**config.mk**
```make
export PLATFORM = sky130hd
export DESIGN_NAME = pixPackTop
export DESIGN_NICKNAME = d
export VERILOG_FILES = /design/src/rtl/pixPackPkg.sv /design/src/rtl/pixCapture.sv /design/src/rtl/pixPacker.sv /design/src/rtl/wordFifo.sv /design/src/rtl/pixPackTop.sv
export VERILOG_INCLUDE_DIRS = /design/src /design/src/include
export SDC_FILE = /design/constraint.sdc
export NUM_CORES = 1
export LEC_CHECK = 0
export ABC_AREA = 1
export BUFFER_PORTS_ARGS = -buffer_cell sky130_fd_sc_hd__buf_2
export CELL_PAD_IN_SITES_DETAIL_PLACEMENT = 1
export CELL_PAD_IN_SITES_GLOBAL_PLACEMENT = 2
export CORE_MARGIN = 2
export CORE_UTILIZATION = 38
export CTS_CLUSTER_SIZE = 14
export DETAILED_ROUTE_END_ITERATION = 8
export PLACE_DENSITY_LB_ADDON = 0.1
export RECOVER_POWER = 50
export SYNTH_ARGS = -nofsm -noshare
export SYNTH_HDL_FRONTEND = slang
export SYNTH_HIERARCHICAL = 1
export SYNTH_SLANG_ARGS = --single-unit
export TNS_END_PERCENT = 1
```
**constraint.sdc**
```tcl
create_clock -name i_clk -period 3.4 [get_ports i_clk]
set_input_delay 0 -clock i_clk [delete_from_list [all_inputs] [get_ports i_clk]]
set_output_delay 0 -clock i_clk [all_outputs]
set_load 0.05 [all_outputs]
```
**src/include/pixPack_defines.svh**
```systemverilog
`ifndef PIXPACK_DEFINES_SVH
`define PIXPACK_DEFINES_SVH

// Width of one packed output word
`define PIX_WORD_W 32

// Default number of words buffered on the output side, power of two
`define PIX_FIFO_DEPTH 16

`endif

```
**src/rtl/pixPackPkg.sv**
```systemverilog
package pixPackPkg;

	// Pixel packing format as seen on i_format
	//   FMT_4BIT  : R[7:4] only, eight pixels per word
	//   FMT_8BIT  : R byte, four pixels per word
	//   FMT_24BIT : R,G,B byte stream, four pixels per three words
	//   FMT_15BIT : 5-5-5 plus mask bit, two pixels per word
	typedef enum logic [1:0]
	{
		FMT_4BIT  = 2'd0,
		FMT_8BIT  = 2'd1,
		FMT_24BIT = 2'd2,
		FMT_15BIT = 2'd3
	} pixFormat_e;

endpackage

```
**src/rtl/pixCapture.sv**
```systemverilog
`timescale 1ns/100ps

module pixCapture
	import pixPackPkg::*;
(
	input  logic       i_clk,
	input  logic       i_nrst,
	input  logic       i_frameStart,

	// Pixel source side
	input  logic       i_pixValid,
	output logic       o_pixReady,
	input  logic [7:0] i_r,
	input  logic [7:0] i_g,
	input  logic [7:0] i_b,
	input  pixFormat_e i_format,
	input  logic       i_maskBit,

	// Packer side
	output logic       o_capValid,
	input  logic       i_packReady,
	output logic [7:0] o_r,
	output logic [7:0] o_g,
	output logic [7:0] o_b,
	output logic       o_maskBit
);
	logic capValid;
	logic accept;
	logic isColour;

	// Ready when the holding register is empty or drains this cycle
	assign o_pixReady = !capValid || i_packReady;
	assign accept     = i_pixValid && o_pixReady;
	assign o_capValid = capValid;

	// Grey formats only look at red, so G and B stay put then
	assign isColour = (i_format == FMT_15BIT) || (i_format == FMT_24BIT);

	always_ff @(posedge i_clk)
	begin
		if (!i_nrst)
			capValid <= 1'b0;
		else if (i_frameStart)
			capValid <= 1'b0;
		else if (accept)
			capValid <= 1'b1;
		else if (i_packReady)
			capValid <= 1'b0;
	end

	always_ff @(posedge i_clk)
	begin
		if (accept)
		begin
			o_r <= i_r;
			if (isColour)
			begin
				o_g <= i_g;
				o_b <= i_b;
			end
			if (i_format == FMT_15BIT)
				o_maskBit <= i_maskBit;
		end
	end

endmodule

```
**src/rtl/pixPacker.sv**
```systemverilog
`timescale 1ns/100ps

`include "pixPack_defines.svh"

module pixPacker
	import pixPackPkg::*;
(
	input  logic                   i_clk,
	input  logic                   i_nrst,
	input  logic                   i_frameStart,
	input  pixFormat_e             i_format,

	// Held pixel from the capture register
	input  logic                   i_capValid,
	output logic                   o_packReady,
	input  logic [7:0]             i_r,
	input  logic [7:0]             i_g,
	input  logic [7:0]             i_b,
	input  logic                   i_maskBit,

	// Word write port into the FIFO
	output logic                   o_wrEn,
	output logic [`PIX_WORD_W-1:0] o_wrData,
	input  logic                   i_fifoFull
);
	localparam int NIB_N = `PIX_WORD_W / 4;

	logic [2:0]             pixCnt;
	logic [`PIX_WORD_W-1:0] acc;
	logic [15:0]            carry;
	logic                   consume;
	logic                   complete;
	logic                   useCarry;
	logic [NIB_N-1:0]       nibMask;
	logic [`PIX_WORD_W-1:0] fillWord;
	logic [`PIX_WORD_W-1:0] baseWord;
	logic [`PIX_WORD_W-1:0] merged;
	logic [15:0]            px15;

	// Spread a per-nibble select into a per-bit select
	function automatic logic [`PIX_WORD_W-1:0] nibToBits(input logic [NIB_N-1:0] m);
		logic [`PIX_WORD_W-1:0] bits;
		bits = '0;
		for (int i = 0; i < NIB_N; i++)
			bits[4*i +: 4] = {4{m[i]}};
		return bits;
	endfunction

	// A word is written in the same cycle its last pixel is taken,
	// so a full FIFO simply stalls the pixel
	assign o_packReady = !i_fifoFull;

	// A frame start drops whatever pixel is held at that moment
	assign consume = i_capValid && o_packReady && !i_frameStart;

	// 5-5-5 colour with the mask bit at the bottom
	assign px15 = {i_r[7:3], i_g[7:3], i_b[7:3], i_maskBit};

	// Nibble slots hit by this pixel and the value offered to them
	always_comb
	begin
		nibMask  = '0;
		fillWord = '0;
		complete = 1'b0;
		case (i_format)
			FMT_4BIT:
			begin
				nibMask  = 8'h80 >> pixCnt;
				fillWord = {8{i_r[7:4]}};
				complete = (pixCnt == 3'd7);
			end
			FMT_8BIT:
			begin
				nibMask  = 8'hC0 >> {pixCnt[1:0], 1'b0};
				fillWord = {4{i_r}};
				complete = (pixCnt[1:0] == 2'd3);
			end
			FMT_15BIT:
			begin
				nibMask  = pixCnt[0] ? 8'h0F : 8'hF0;
				fillWord = {2{px15}};
				complete = pixCnt[0];
			end
			FMT_24BIT:
			begin
				// Byte stream R0 G0 B0 R1 | G1 B1 R2 G2 | B2 R3 G3 B3
				case (pixCnt[1:0])
					2'd0:
					begin
						nibMask  = 8'hFC;
						fillWord = {i_r, i_g, i_b, 8'h00};
					end
					2'd1:
					begin
						nibMask  = 8'h03;
						fillWord = {24'h0, i_r};
					end
					2'd2:
					begin
						nibMask  = 8'h0F;
						fillWord = {16'h0, i_r, i_g};
					end
					default:
					begin
						nibMask  = 8'h3F;
						fillWord = {8'h0, i_r, i_g, i_b};
					end
				endcase
				complete = (pixCnt[1:0] != 2'd0);
			end
			default:
			begin
				nibMask  = '0;
				fillWord = '0;
				complete = 1'b0;
			end
		endcase
	end

	// Third and fourth pixel of a 24-bit group start from the spilled bytes
	assign useCarry = (i_format == FMT_24BIT) && pixCnt[1];
	assign baseWord = useCarry ? {carry, 16'h0} : acc;

	assign merged = (baseWord & ~nibToBits(nibMask)) | (fillWord & nibToBits(nibMask));

	assign o_wrEn   = consume && complete;
	assign o_wrData = merged;

	always_ff @(posedge i_clk)
	begin
		if (!i_nrst)
			pixCnt <= '0;
		else if (i_frameStart)
			pixCnt <= '0;
		else if (consume)
			pixCnt <= pixCnt + 3'd1;
	end

	// Accumulator and 24-bit spill register
	always_ff @(posedge i_clk)
	begin
		if (consume)
		begin
			acc <= merged;
			if ((i_format == FMT_24BIT) && (pixCnt[1:0] == 2'd1))
				carry <= {i_g, i_b};
			else if ((i_format == FMT_24BIT) && (pixCnt[1:0] == 2'd2))
				carry <= {i_b, 8'h00};
		end
	end

endmodule

```
**src/rtl/wordFifo.sv**
```systemverilog
`timescale 1ns/100ps

`include "pixPack_defines.svh"

module wordFifo
#(
	parameter int DEPTH = `PIX_FIFO_DEPTH
)
(
	input  logic                   i_clk,
	input  logic                   i_nrst,

	input  logic                   i_wrEn,
	input  logic [`PIX_WORD_W-1:0] i_wrData,
	output logic                   o_full,

	input  logic                   i_rdEn,
	output logic [`PIX_WORD_W-1:0] o_rdData,
	output logic                   o_empty
);
	localparam int AW = $clog2(DEPTH);

	logic [`PIX_WORD_W-1:0] mem [DEPTH];
	logic [AW:0]            wrPtr;
	logic [AW:0]            rdPtr;
	logic                   doWrite;
	logic                   doRead;

	// Extra pointer bit tells a wrapped full buffer from an empty one
	assign o_empty = (wrPtr == rdPtr);
	assign o_full  = (wrPtr[AW] != rdPtr[AW]) && (wrPtr[AW-1:0] == rdPtr[AW-1:0]);

	assign doWrite = i_wrEn && !o_full;
	assign doRead  = i_rdEn && !o_empty;

	// Head entry is always visible
	assign o_rdData = mem[rdPtr[AW-1:0]];

	always_ff @(posedge i_clk)
	begin
		if (doWrite)
			mem[wrPtr[AW-1:0]] <= i_wrData;
	end

	always_ff @(posedge i_clk)
	begin
		if (!i_nrst)
		begin
			wrPtr <= '0;
			rdPtr <= '0;
		end
		else
		begin
			if (doWrite)
				wrPtr <= wrPtr + 1'b1;
			if (doRead)
				rdPtr <= rdPtr + 1'b1;
		end
	end

endmodule

```
**src/rtl/pixPackTop.sv**
```systemverilog
`timescale 1ns/100ps

`include "pixPack_defines.svh"

module pixPackTop
	import pixPackPkg::*;
(
	input  logic                   i_clk,
	input  logic                   i_nrst,
	input  logic                   i_frameStart,

	input  logic                   i_pixValid,
	output logic                   o_pixReady,
	input  logic [7:0]             i_r,
	input  logic [7:0]             i_g,
	input  logic [7:0]             i_b,
	input  pixFormat_e             i_format,
	input  logic                   i_maskBit,

	output logic                   o_wordValid,
	input  logic                   i_wordReady,
	output logic [`PIX_WORD_W-1:0] o_wordData
);
	logic                   capValid;
	logic                   packReady;
	logic [7:0]             capR;
	logic [7:0]             capG;
	logic [7:0]             capB;
	logic                   capMask;
	logic                   wrEn;
	logic [`PIX_WORD_W-1:0] wrData;
	logic                   fifoFull;
	logic                   fifoEmpty;
	logic                   rdEn;

	pixCapture u_capture
	(
		.i_clk        (i_clk),
		.i_nrst       (i_nrst),
		.i_frameStart (i_frameStart),
		.i_pixValid   (i_pixValid),
		.o_pixReady   (o_pixReady),
		.i_r          (i_r),
		.i_g          (i_g),
		.i_b          (i_b),
		.i_format     (i_format),
		.i_maskBit    (i_maskBit),
		.o_capValid   (capValid),
		.i_packReady  (packReady),
		.o_r          (capR),
		.o_g          (capG),
		.o_b          (capB),
		.o_maskBit    (capMask)
	);

	// Format is stable per frame and goes to the packer directly
	pixPacker u_packer
	(
		.i_clk        (i_clk),
		.i_nrst       (i_nrst),
		.i_frameStart (i_frameStart),
		.i_format     (i_format),
		.i_capValid   (capValid),
		.o_packReady  (packReady),
		.i_r          (capR),
		.i_g          (capG),
		.i_b          (capB),
		.i_maskBit    (capMask),
		.o_wrEn       (wrEn),
		.o_wrData     (wrData),
		.i_fifoFull   (fifoFull)
	);

	wordFifo #(.DEPTH(`PIX_FIFO_DEPTH)) u_fifo
	(
		.i_clk        (i_clk),
		.i_nrst       (i_nrst),
		.i_wrEn       (wrEn),
		.i_wrData     (wrData),
		.o_full       (fifoFull),
		.i_rdEn       (rdEn),
		.o_rdData     (o_wordData),
		.o_empty      (fifoEmpty)
	);

	assign o_wordValid = !fifoEmpty;
	assign rdEn        = o_wordValid && i_wordReady;

endmodule

```
==> impl_metrics.ini, run 1 <==
[outcome]
status = finished, final reports clean

[power]
p_total_w = 0.0159
power_frac_clock = 0.444
comb_power_share = 0.035
p_per_area_nw_per_um2 = 527
switching_share = 0.214
seq_power_share = 0.520
p_int_w = 0.0125
ir_drop_uv = 364
p_sw_w = 0.00341
leakage_nw = 11.2

[sta]
min_period_ns = 3.10
finalCritPeriodShare = 0.913
clock_skew_ns = 0.0278
finalSetupViolations = 0
hold_viol_final = 0
worst_slew_pin_slew_ns = 1.14
fin_hold_ws_ns = 0.0745
max_freq_mhz = 322
finalWorstSetupSlack_ns = 0.296
relSlewSlack = 0.237
rsz0062_at_grt = no
drv_slew = 0
finalSetupTns_ns = 0

[drt]
wl_um = 75900
vias_per_cell = 5.09
drtIter0Drc = 1126
wl_per_cell_um = 21.9
ant_nets = 0
dr_total_vias = 17661
first_pass_iters = 5
drc = 0

[floorplanning]
fp.dieArea_um2 = 71500
die_x_um = 267
io-pin-count = 66
core_um2 = 68600
rows = 96
start_util = 0.384
die_h_um = 267

[global_route]
overflow = 0
grt_max_degree = 166
grt_use_total = 0.216
grt_pass1_vias = 18142
antenna_found_initial = 5
grt_pass1_wl_um = 115000

[yosys]
synth_warnings = 6
synth.yosys.seq_area_share = 0.680
synth_area_per_cell_um2 = 11.1
async_reset_ff_frac = 0
synth_nets = 2414
synth.ff_latch_count = 603
netlist_instances = 2370
syn_area_um2 = 26400
synth_edf_count = 585
synth.top_cells.by_area = edfxtp_1 67%, nand2_1 6.7%, nand3_1 5.5%
yosys-top-cells-count = 585 x edfxtp_1, 471 x nand2_1, 348 x inv_1
yosysMostFrequentCell = edfxtp_1
synthFlopType = edfxtp_1
synth.top_cell.area_share = 0.666
synth_cell_types = 30
synth_area_leader_cell = edfxtp_1

[place]
portBuffers = 65
routabilityCongestion = 0.860
post-dp-hpwl_um = 48100
dp_slack_ns = 0.447

[clocking]
root_buffer = clkbuf_16
cts_resized = 0
cts_buffer_depth = 3
clk_latency_ns = 0.60
cts_num_sinks = 603
cts_made_buffers = 69
cts_tree = built
clk_pin_slew_ns = 0.05
cts_htree_levels = 3

[worst_setup_path]
cp_cell_sequence = buf_12, buf_6, o211ai_1, nand3_1, nand3_1, nand2_1, clkbuf_1
start_kind = register
arrival_ns = 3.10
crit_path_top_delay_cell = buf_6
crit_fanout = 119
end_kind = primary output
required_ns = 3.40
cpMostUsedCell = nand3_1
max_stage_delay_ns = 0.63
criticalPathCategory = register to primary output

[layout]
final_util = 0.441
final_layout_size_suffix_gt1_frac = 0.0970
areaGrowthSynthToFinish_pct = 14.7
nets = 2529

[worst_hold_path]
min_path_type = input pin to register

[run]
cap_violations = 0
[cells in the final DEF, fill, tap and decap left out, types with 2 or more instances in the layout]
master	netlist	layout
clkinvlp_4	0	3
buf_4	8	38
clkinv_2	0	7
clkinv_8	0	2
nand2_1	471	474
buf_2	34	54
nor2_4	1	16
inv_6	0	2
dlygate4sd3_1	0	31
nand3_1	288	288
nor2_2	5	3
o21ai_0	71	72
dfxtp_1	18	14
clkbuf_1	35	42
nor2_1	55	42
bufinv_16	0	4
clkinv_1	0	14
nor3_1	2	2
inv_1	348	348
nand4_1	5	5
edfxtp_1	585	585
o211ai_1	128	128
buf_12	0	17
a21oi_1	157	157
o21ai_1	73	72
clkbuf_2	6	13
clkbuf_16	0	71
ha_1	12	12
dfxtp_2	0	2
inv_2	6	6
dfxtp_4	0	2
[registers in the layout (all words and copies together), names as in the netlist, named ones only]
register              count
u_capture/o_b             8
u_capture/o_capValid      1
u_capture/o_g             8
u_capture/o_maskBit       1
u_capture/o_r             8
u_fifo/mem              512
u_fifo/rdPtr              5
u_fifo/wrPtr              5
u_packer/acc             32
u_packer/carry           16
u_packer/pixCnt           3
[power groups by stage]
stage	logic, W	registers (W)	clock network, W
global placement	0.000560	0.00844	0
floorplan	0.000267	0.00843	0
global route	0.000627	0.00829	0.00756
detailed placement	0.000573	0.00844	0
finish	0.000566	0.00829	0.00707
CTS	0.000600	0.00829	0.00728
[layout make-up]
type                       count  area (um^2)
clock inverter                33          289
sequential                   603        17900
antenna                        1         2.50
multi-input combinational   1278         6290
tap                          931         1160
clock buffer                  89         1840
timing repair buffer         179         1380
fill                        7340        38300
inverter                     354         1330
[final timing paths]
path	from	to	slack, ns	depth (start not counted)
max	register	o_wordData[10]	0.30	7
min	i_format[0]	u_capture/o_maskBit	0.07	4
max reg2reg	u_packer/pixCnt[0]	u_fifo/mem[0][21]	0.35	10
min reg2reg	u_fifo/rdPtr[4]	u_fifo/rdPtr[4]	0.53	2
[per-stage QoR]
step / area, um^2 / instances
floorplan: 26400 / 2370
global placement: 27900 / 3314
global route: 30200 / 3467
detailed placement: 27900 / 3314
finish: 30200 / 3468
CTS: 30400 / 3467
[per-layer routing]
metal,vias to the layer above,track usage,wire [um]
met2,307,0.363,37100
li1,8393,-,-
met1,8868,0.292,34300
met5,-,0,0
met3,93,0.0285,2710
met4,0,0.0645,1750
[worst max-delay path: cells and delay by family, from the launching register on]
kind | cells | cell delay, ns
flops | 1 | 0.40
simple gates | 3 | 0.34
compound gates | 1 | 0.33
buf+inv | 3 | 1.32
[cells by family after synthesis]
| family | synth area share |
|---|---|
| and+or+nand+nor | 0.134 |
| DFF | 0.680 |
| buffers and inverters | 0.0851 |
| AOI/OAI and AO/OA | 0.0948 |
| adders and majority gates | 0.00570 |
| xor gates and xnor gates | 0.000332 |
[what timing repair did]
| item | CTS | global route |
|---|---|---|
| hold endpoints to repair | 44 | 0 |
| hold buffers | 31 | 0 |
| buffers inserted | 0 | 0 |
Note: power is estimated with default switching activity, not from simulation.
==> inputs of run 2 (changes only) <==
BUFFER_PORTS_ARGS = default   (was -buffer_cell sky130_fd_sc_hd__buf_2)
CORE_UTILIZATION = 39   (was 38)
DONT_BUFFER_PORTS = 1   (was default)
REMOVE_ABC_BUFFERS = 1   (was default)
==> run 2 against run 1 <==
Compared with the run above:
- first-iteration DRC count grew 19%
- combinational power shrank 5.8%
- critical endpoint is now u_fifo/mem[9][16]
- power shrank 1.1%
- highest routed layer unchanged
- fmax grew 2.6%
- non-clock buffer count shrank 55
- sequential cell count is the same
- clock-buffer cell count shrank 2
- core utilization grew 0.69 points
- sequential power is essentially flat
- clock skew shrank 0.0021 ns
- die area shrank 2.5%
- via count shrank 0.19%
==> impl_metrics.ini, run 2 (synthesis results as in run 1) <==
[outcome]
status = finished, final reports clean

[clocking]
cts_num_sinks = 603
cts_htree_levels = 3
cts_setup_buffers = 0
cts_resized = 0
holdBufCountCts = 46
cts_buffer_depth = 3
clk_pin_slew_ns = 0.06
cts_made_buffers = 69
cts_tree = built
root_buffer = clkbuf_16
clk_latency_ns = 0.61

[sta]
hold_viol_final = 0
worst_slew_pin_slew_ns = 1.14
drv_slew = 0
max_freq_mhz = 331
clock_skew_ns = 0.0257
relSlewSlack = 0.241
min_period_ns = 3.02
finalSetupViolations = 0
finalCritPeriodShare = 0.889
rsz0062_at_grt = no

[floorplanning]
die_x_um = 264
die_h_um = 264
core_um2 = 67000
rows = 95
io-pin-count = 66
start_util = 0.393
fp.dieArea_um2 = 69700

[layout]
final_common_cell = edfxtp_1
largest_reg_flops = 512
areaGrowthSynthToFinish_pct = 13.9
num_antenna_cells = 0
final_layout_size_suffix_gt1_frac = 0.0774
fillCellCount = 7233
nets = 2474
final_util = 0.448
layout_common_cells = 585 x edfxtp_1, 474 x nand2_1, 347 x inv_1

[drt]
ant_nets = 0
wl_per_cell_um = 22.9
drc = 0
dr_total_vias = 17628
vias_per_cell = 5.26
wl_um = 76900
first_pass_iters = 5
drtIter0Drc = 1336

[run]
cap_violations = 0

[global_route]
antenna_found_initial = 1
grt_pass1_wl_um = 116000
grt_pass1_vias = 18135
overflow = 0
grt_use_total = 0.222
grt_max_degree = 108

[worst_hold_path]
hp-start = i_g[2]
min_path_type = input pin to register
min_to = u_capture/o_g[2]
hold_depth = 1

[worst_setup_path]
cpMostUsedCell = nand2_1
crit_path_top_delay_cell = nand2_1
end_kind = register
crit_fanout = 17
criticalPathCategory = register to register
worstReg2RegEnd = u_fifo/mem[9][16]
r2r_cells = 9
max_stage_delay_ns = 0.69
arrival_ns = 3.29
start_kind = register
required_ns = 3.67
r2r-start = u_packer/pixCnt[1]
cp_cell_sequence = inv_1, ha_1, clkbuf_1, nand3_1, nand2_1, nor2_1, nor2_1, nand2_1, nand2_1
ff2ff_setup_slack_ns = 0.38

[power]
leakage_nw = 11.1
ir_drop_uv = 407
p_total_w = 0.0158
p_per_area_nw_per_um2 = 525

[place]
post-dp-hpwl_um = 47800
portBuffers = 0
routabilityCongestion = 0.810
run 2: worst max-delay path, delay by kind of cell (launching register included):
| family | cells | cell delay, ns |
|---|---|---|
| adder cells (fa/ha/maj) | 1 | 0.17 |
| buffers and inverters | 2 | 0.70 |
| flip-flops | 1 | 0.35 |
| AND/OR/NAND/NOR | 6 | 1.44 |
run 2: how the worst max path moves through the flow:
stage	slack, ns	end	startpoint	cells after the start
floorplan	-6.19	o_wordData[0]	register	4
global placement	0.59	u_fifo/mem[8][17]	u_fifo/wrPtr[2]	14
detailed placement	0.58	u_fifo/mem[8][17]	u_fifo/wrPtr[0]	14
CTS	0.45	o_wordData[31]	register	5
global route	0.21	u_fifo/mem[8][16]	u_packer/pixCnt[1]	9
finish	0.38	u_fifo/mem[9][16]	u_packer/pixCnt[1]	9
run 2: area by class of cell:
class                   count  area (um^2)  share of cell area
clock buffers              87         1840              0.0612
clock inverters            35          235             0.00784
well taps                 873         1090              0.0364
repair buffers            124         1300              0.0433
inverters                 354         1330              0.0443
multi-input cells        1278         6280               0.209
flip-flops and latches    603        17900               0.598
run 2: where the power goes:
group / internal (W) / total [W] / switching, W / leakage [nW]
Combinational: 0.000112 / 0.000533 / 0.000421 / 4.65
Sequential: 0.00827 / 0.00829 / 0.0000277 / 5.43
Clock: 0.00398 / 0.00694 / 0.00296 / 1.02
Total: 0.0124 / 0.0158 / 0.00341 / 11.1
run 2: per-stage QoR:
step	worst slack, ns	hold slack [ns]	cell area, um^2	cells	setup TNS (ns)
after detailed placement	0.585	0.0989	27500	3184	0
after CTS	0.453	0.000415	30100	3352	0
final	0.376	0.0367	30000	3354	0
after global routing	0.212	0.0194	30000	3354	0
after floorplan	-6.19	0.0989	25400	2235	-540.46
after global placement	0.588	0.0989	27500	3184	0
run 2: metal layers:
layer  track usage  routed length (um)  vias to the layer above
li1              -                   -                     8308
met1         0.315               36200                     8904
met2         0.352               35800                      314
met4        0.0639                1800                        0
met5             0                   0                        -
met3        0.0345                3150                      102
==> inputs of run 3 (changes only) <==
MAX_ROUTING_LAYER = met4   (was default)
REMOVE_ABC_BUFFERS = default   (was 1)
==> run 3 against run 2 <==
Compared with the run above:
- sequential cell count unchanged
- core utilization is essentially flat
- worst setup slack lost 0.054 ns
- combinational power grew 15%
- fmax shrank 1.7%
- power shrank 0.13%
- sequential share of layout area fell by 0.053 points
- cell count up 0.69%
==> impl_metrics.ini, run 3 (synthesis results as in run 1) <==
[clocking]
cts_buffer_depth = 3
root_buffer = clkbuf_16
cts_setup_buffers = 0
clk_latency_ns = 0.64
cts_num_sinks = 603
cts_made_buffers = 68
cts_htree_levels = 3
cts_tree = built
clk_pin_slew_ns = 0.05

[outcome]
status = finished, final reports clean

[worst_setup_path]
crit_path_end = u_fifo/mem[9][15]
worstReg2RegEnd = u_fifo/mem[9][15]
crit_fanout = 19
start_kind = register
cpMostUsedCell = nand2_1
ff2ff_setup_slack_ns = 0.32
crit_path_start = u_packer/pixCnt[1]
arrival_ns = 3.43
crit_path_top_delay_cell = clkbuf_1
r2r_cells = 11
end_kind = register
required_ns = 3.76
r2r-start = u_packer/pixCnt[1]
criticalPathCategory = register to register
cp_cell_sequence = buf_4, inv_1, ha_1, clkbuf_1, inv_1, nand2_1, nand4_1, nand2_1, nand2_1, nand2_1, clkbuf_4
max_stage_delay_ns = 0.58

[power]
p_sw_w = 0.00356
p_int_w = 0.0122
ir_drop_uv = 384
comb_power_share = 0.039
seq_power_share = 0.527
p_per_area_nw_per_um2 = 524
leakage_nw = 11.1
switching_share = 0.226
power_frac_clock = 0.435

[layout]
final_common_cell = edfxtp_1
layout_common_cells = 585 x edfxtp_1, 474 x nand2_1, 347 x inv_1
final_layout_size_suffix_gt1_frac = 0.0836
largest_reg_flops = 512
final_util = 0.448
nets = 2493
areaGrowthSynthToFinish_pct = 14.0

[drt]
first_pass_iters = 5
met2_length_um = 39200
wl_um = 80300
routed.top_layer = met4
wl_met3_um = 3560
drc = 0
ant_nets = 0
wl_met1_um = 35700
drtIter0Drc = 1442
dr_total_vias = 17557
vias_per_cell = 5.20
wl_per_cell_um = 23.8

[worst_hold_path]
hold_depth = 1
min_path_type = input pin to register

[floorplanning]
die_h_um = 264
io-pin-count = 66
core_um2 = 67000
start_util = 0.393
rows = 95
fp.dieArea_um2 = 69700
die_x_um = 264

[sta]
finalCritPeriodShare = 0.905
finalSetupViolations = 0
rsz0062_at_grt = no
hold_viol_final = 0
worst_slew_pin_slew_ns = 1.18
relSlewSlack = 0.211
clock_skew_ns = 0.0306
fin_hold_ws_ns = 0.0373
min_period_ns = 3.08
drv_slew = 0
max_freq_mhz = 325
finalSetupTns_ns = 0

[place]
post-dp-hpwl_um = 51400
routabilityCongestion = 0.820
portBuffers = 0

[global_route]
antenna_found_initial = 2
grt_pass1_wl_um = 120000
grt_use_total = 0.241
overflow = 0
grt_pass1_vias = 18118
grt_max_degree = 102

[run]
cap_violations = 0
-- run 3: changes by cell type in the layout (fill, tap and decap cells not counted), moves of 3 or more --
cell and change:
buf_12 -6, buf_4 +4, clkbuf_16 -3, clkbuf_2 +12, clkbuf_4 +3, diode_2 +3
dlygate4sd3_1 +4
-- run 3: routing by layer --
layer  track usage  vias to the layer above
met4        0.0640                        0
met3        0.0329                      105
li1              -                     8335
met2         0.393                      392
met1         0.317                     8725
met5             -                        -
-- run 3: per-stage QoR --
step	area (um^2)	worst slack [ns]	std cells	power (W)
after CTS	30100	0.401	3374	0.0159
after floorplan	26400	-0.362	2370	0.00870
after global routing	30000	0.121	3374	0.0162
after global placement	27600	0.476	3200	0.00903
final	30000	0.322	3377	0.0157
after detailed placement	27600	0.458	3200	0.00904
-- run 3: area by class of cell --
type / count / area (um^2)
Fill cell: 7196 / 37000
Sequential cell: 603 / 17900
Multi-Input combinational cell: 1278 / 6290
Clock buffer: 83 / 1760
Timing Repair Buffer: 144 / 1340
Inverter: 354 / 1330
Tap cell: 873 / 1090
Clock inverter: 39 / 280
Antenna cell: 3 / 7.51
-- run 3: repair_timing --
item	CTS	global route
gates resized for setup	0	0
hold buffers	52	0
endpoints found under the hold margin	68	0
setup endpoints to repair	0	0
-- run 3: how the worst min path moves through the flow --
| stage | slack (ns) | startpoint | endpoint |
|---|---|---|---|
| final | 0.04 | i_r[7] | u_capture/o_r[7] |
| after global placement | 0.1 | i_r[2] | u_capture/o_r[2] |
| after detailed placement | 0.1 | i_r[2] | u_capture/o_r[2] |
| after CTS | 0.002 | i_r[0] | u_capture/o_r[0] |
| after floorplan | 0.1 | i_b[0] | u_capture/o_b[0] |
| after global routing | 0.01 | i_r[6] | u_capture/o_r[6] |
-- run 3: worst max-delay path, delay by kind of cell (launching register included) --
| kind | cells | cell delay (ns) |
|---|---|---|
| DFF | 1 | 0.31 |
| adders and majority gates | 1 | 0.16 |
| buffers and inverters | 5 | 1.52 |
| and+or+nand+nor | 5 | 0.82 |
-- run 3: power groups by stage --
stage	sequential, W	clock, W	combinational, W
final	0.00829	0.00684	0.000612
after floorplan	0.00843	0	0.000267
after global routing	0.00829	0.00727	0.000672
after CTS	0.00829	0.00700	0.000650
after detailed placement	0.00844	0	0.000601
after global placement	0.00844	0	0.000588
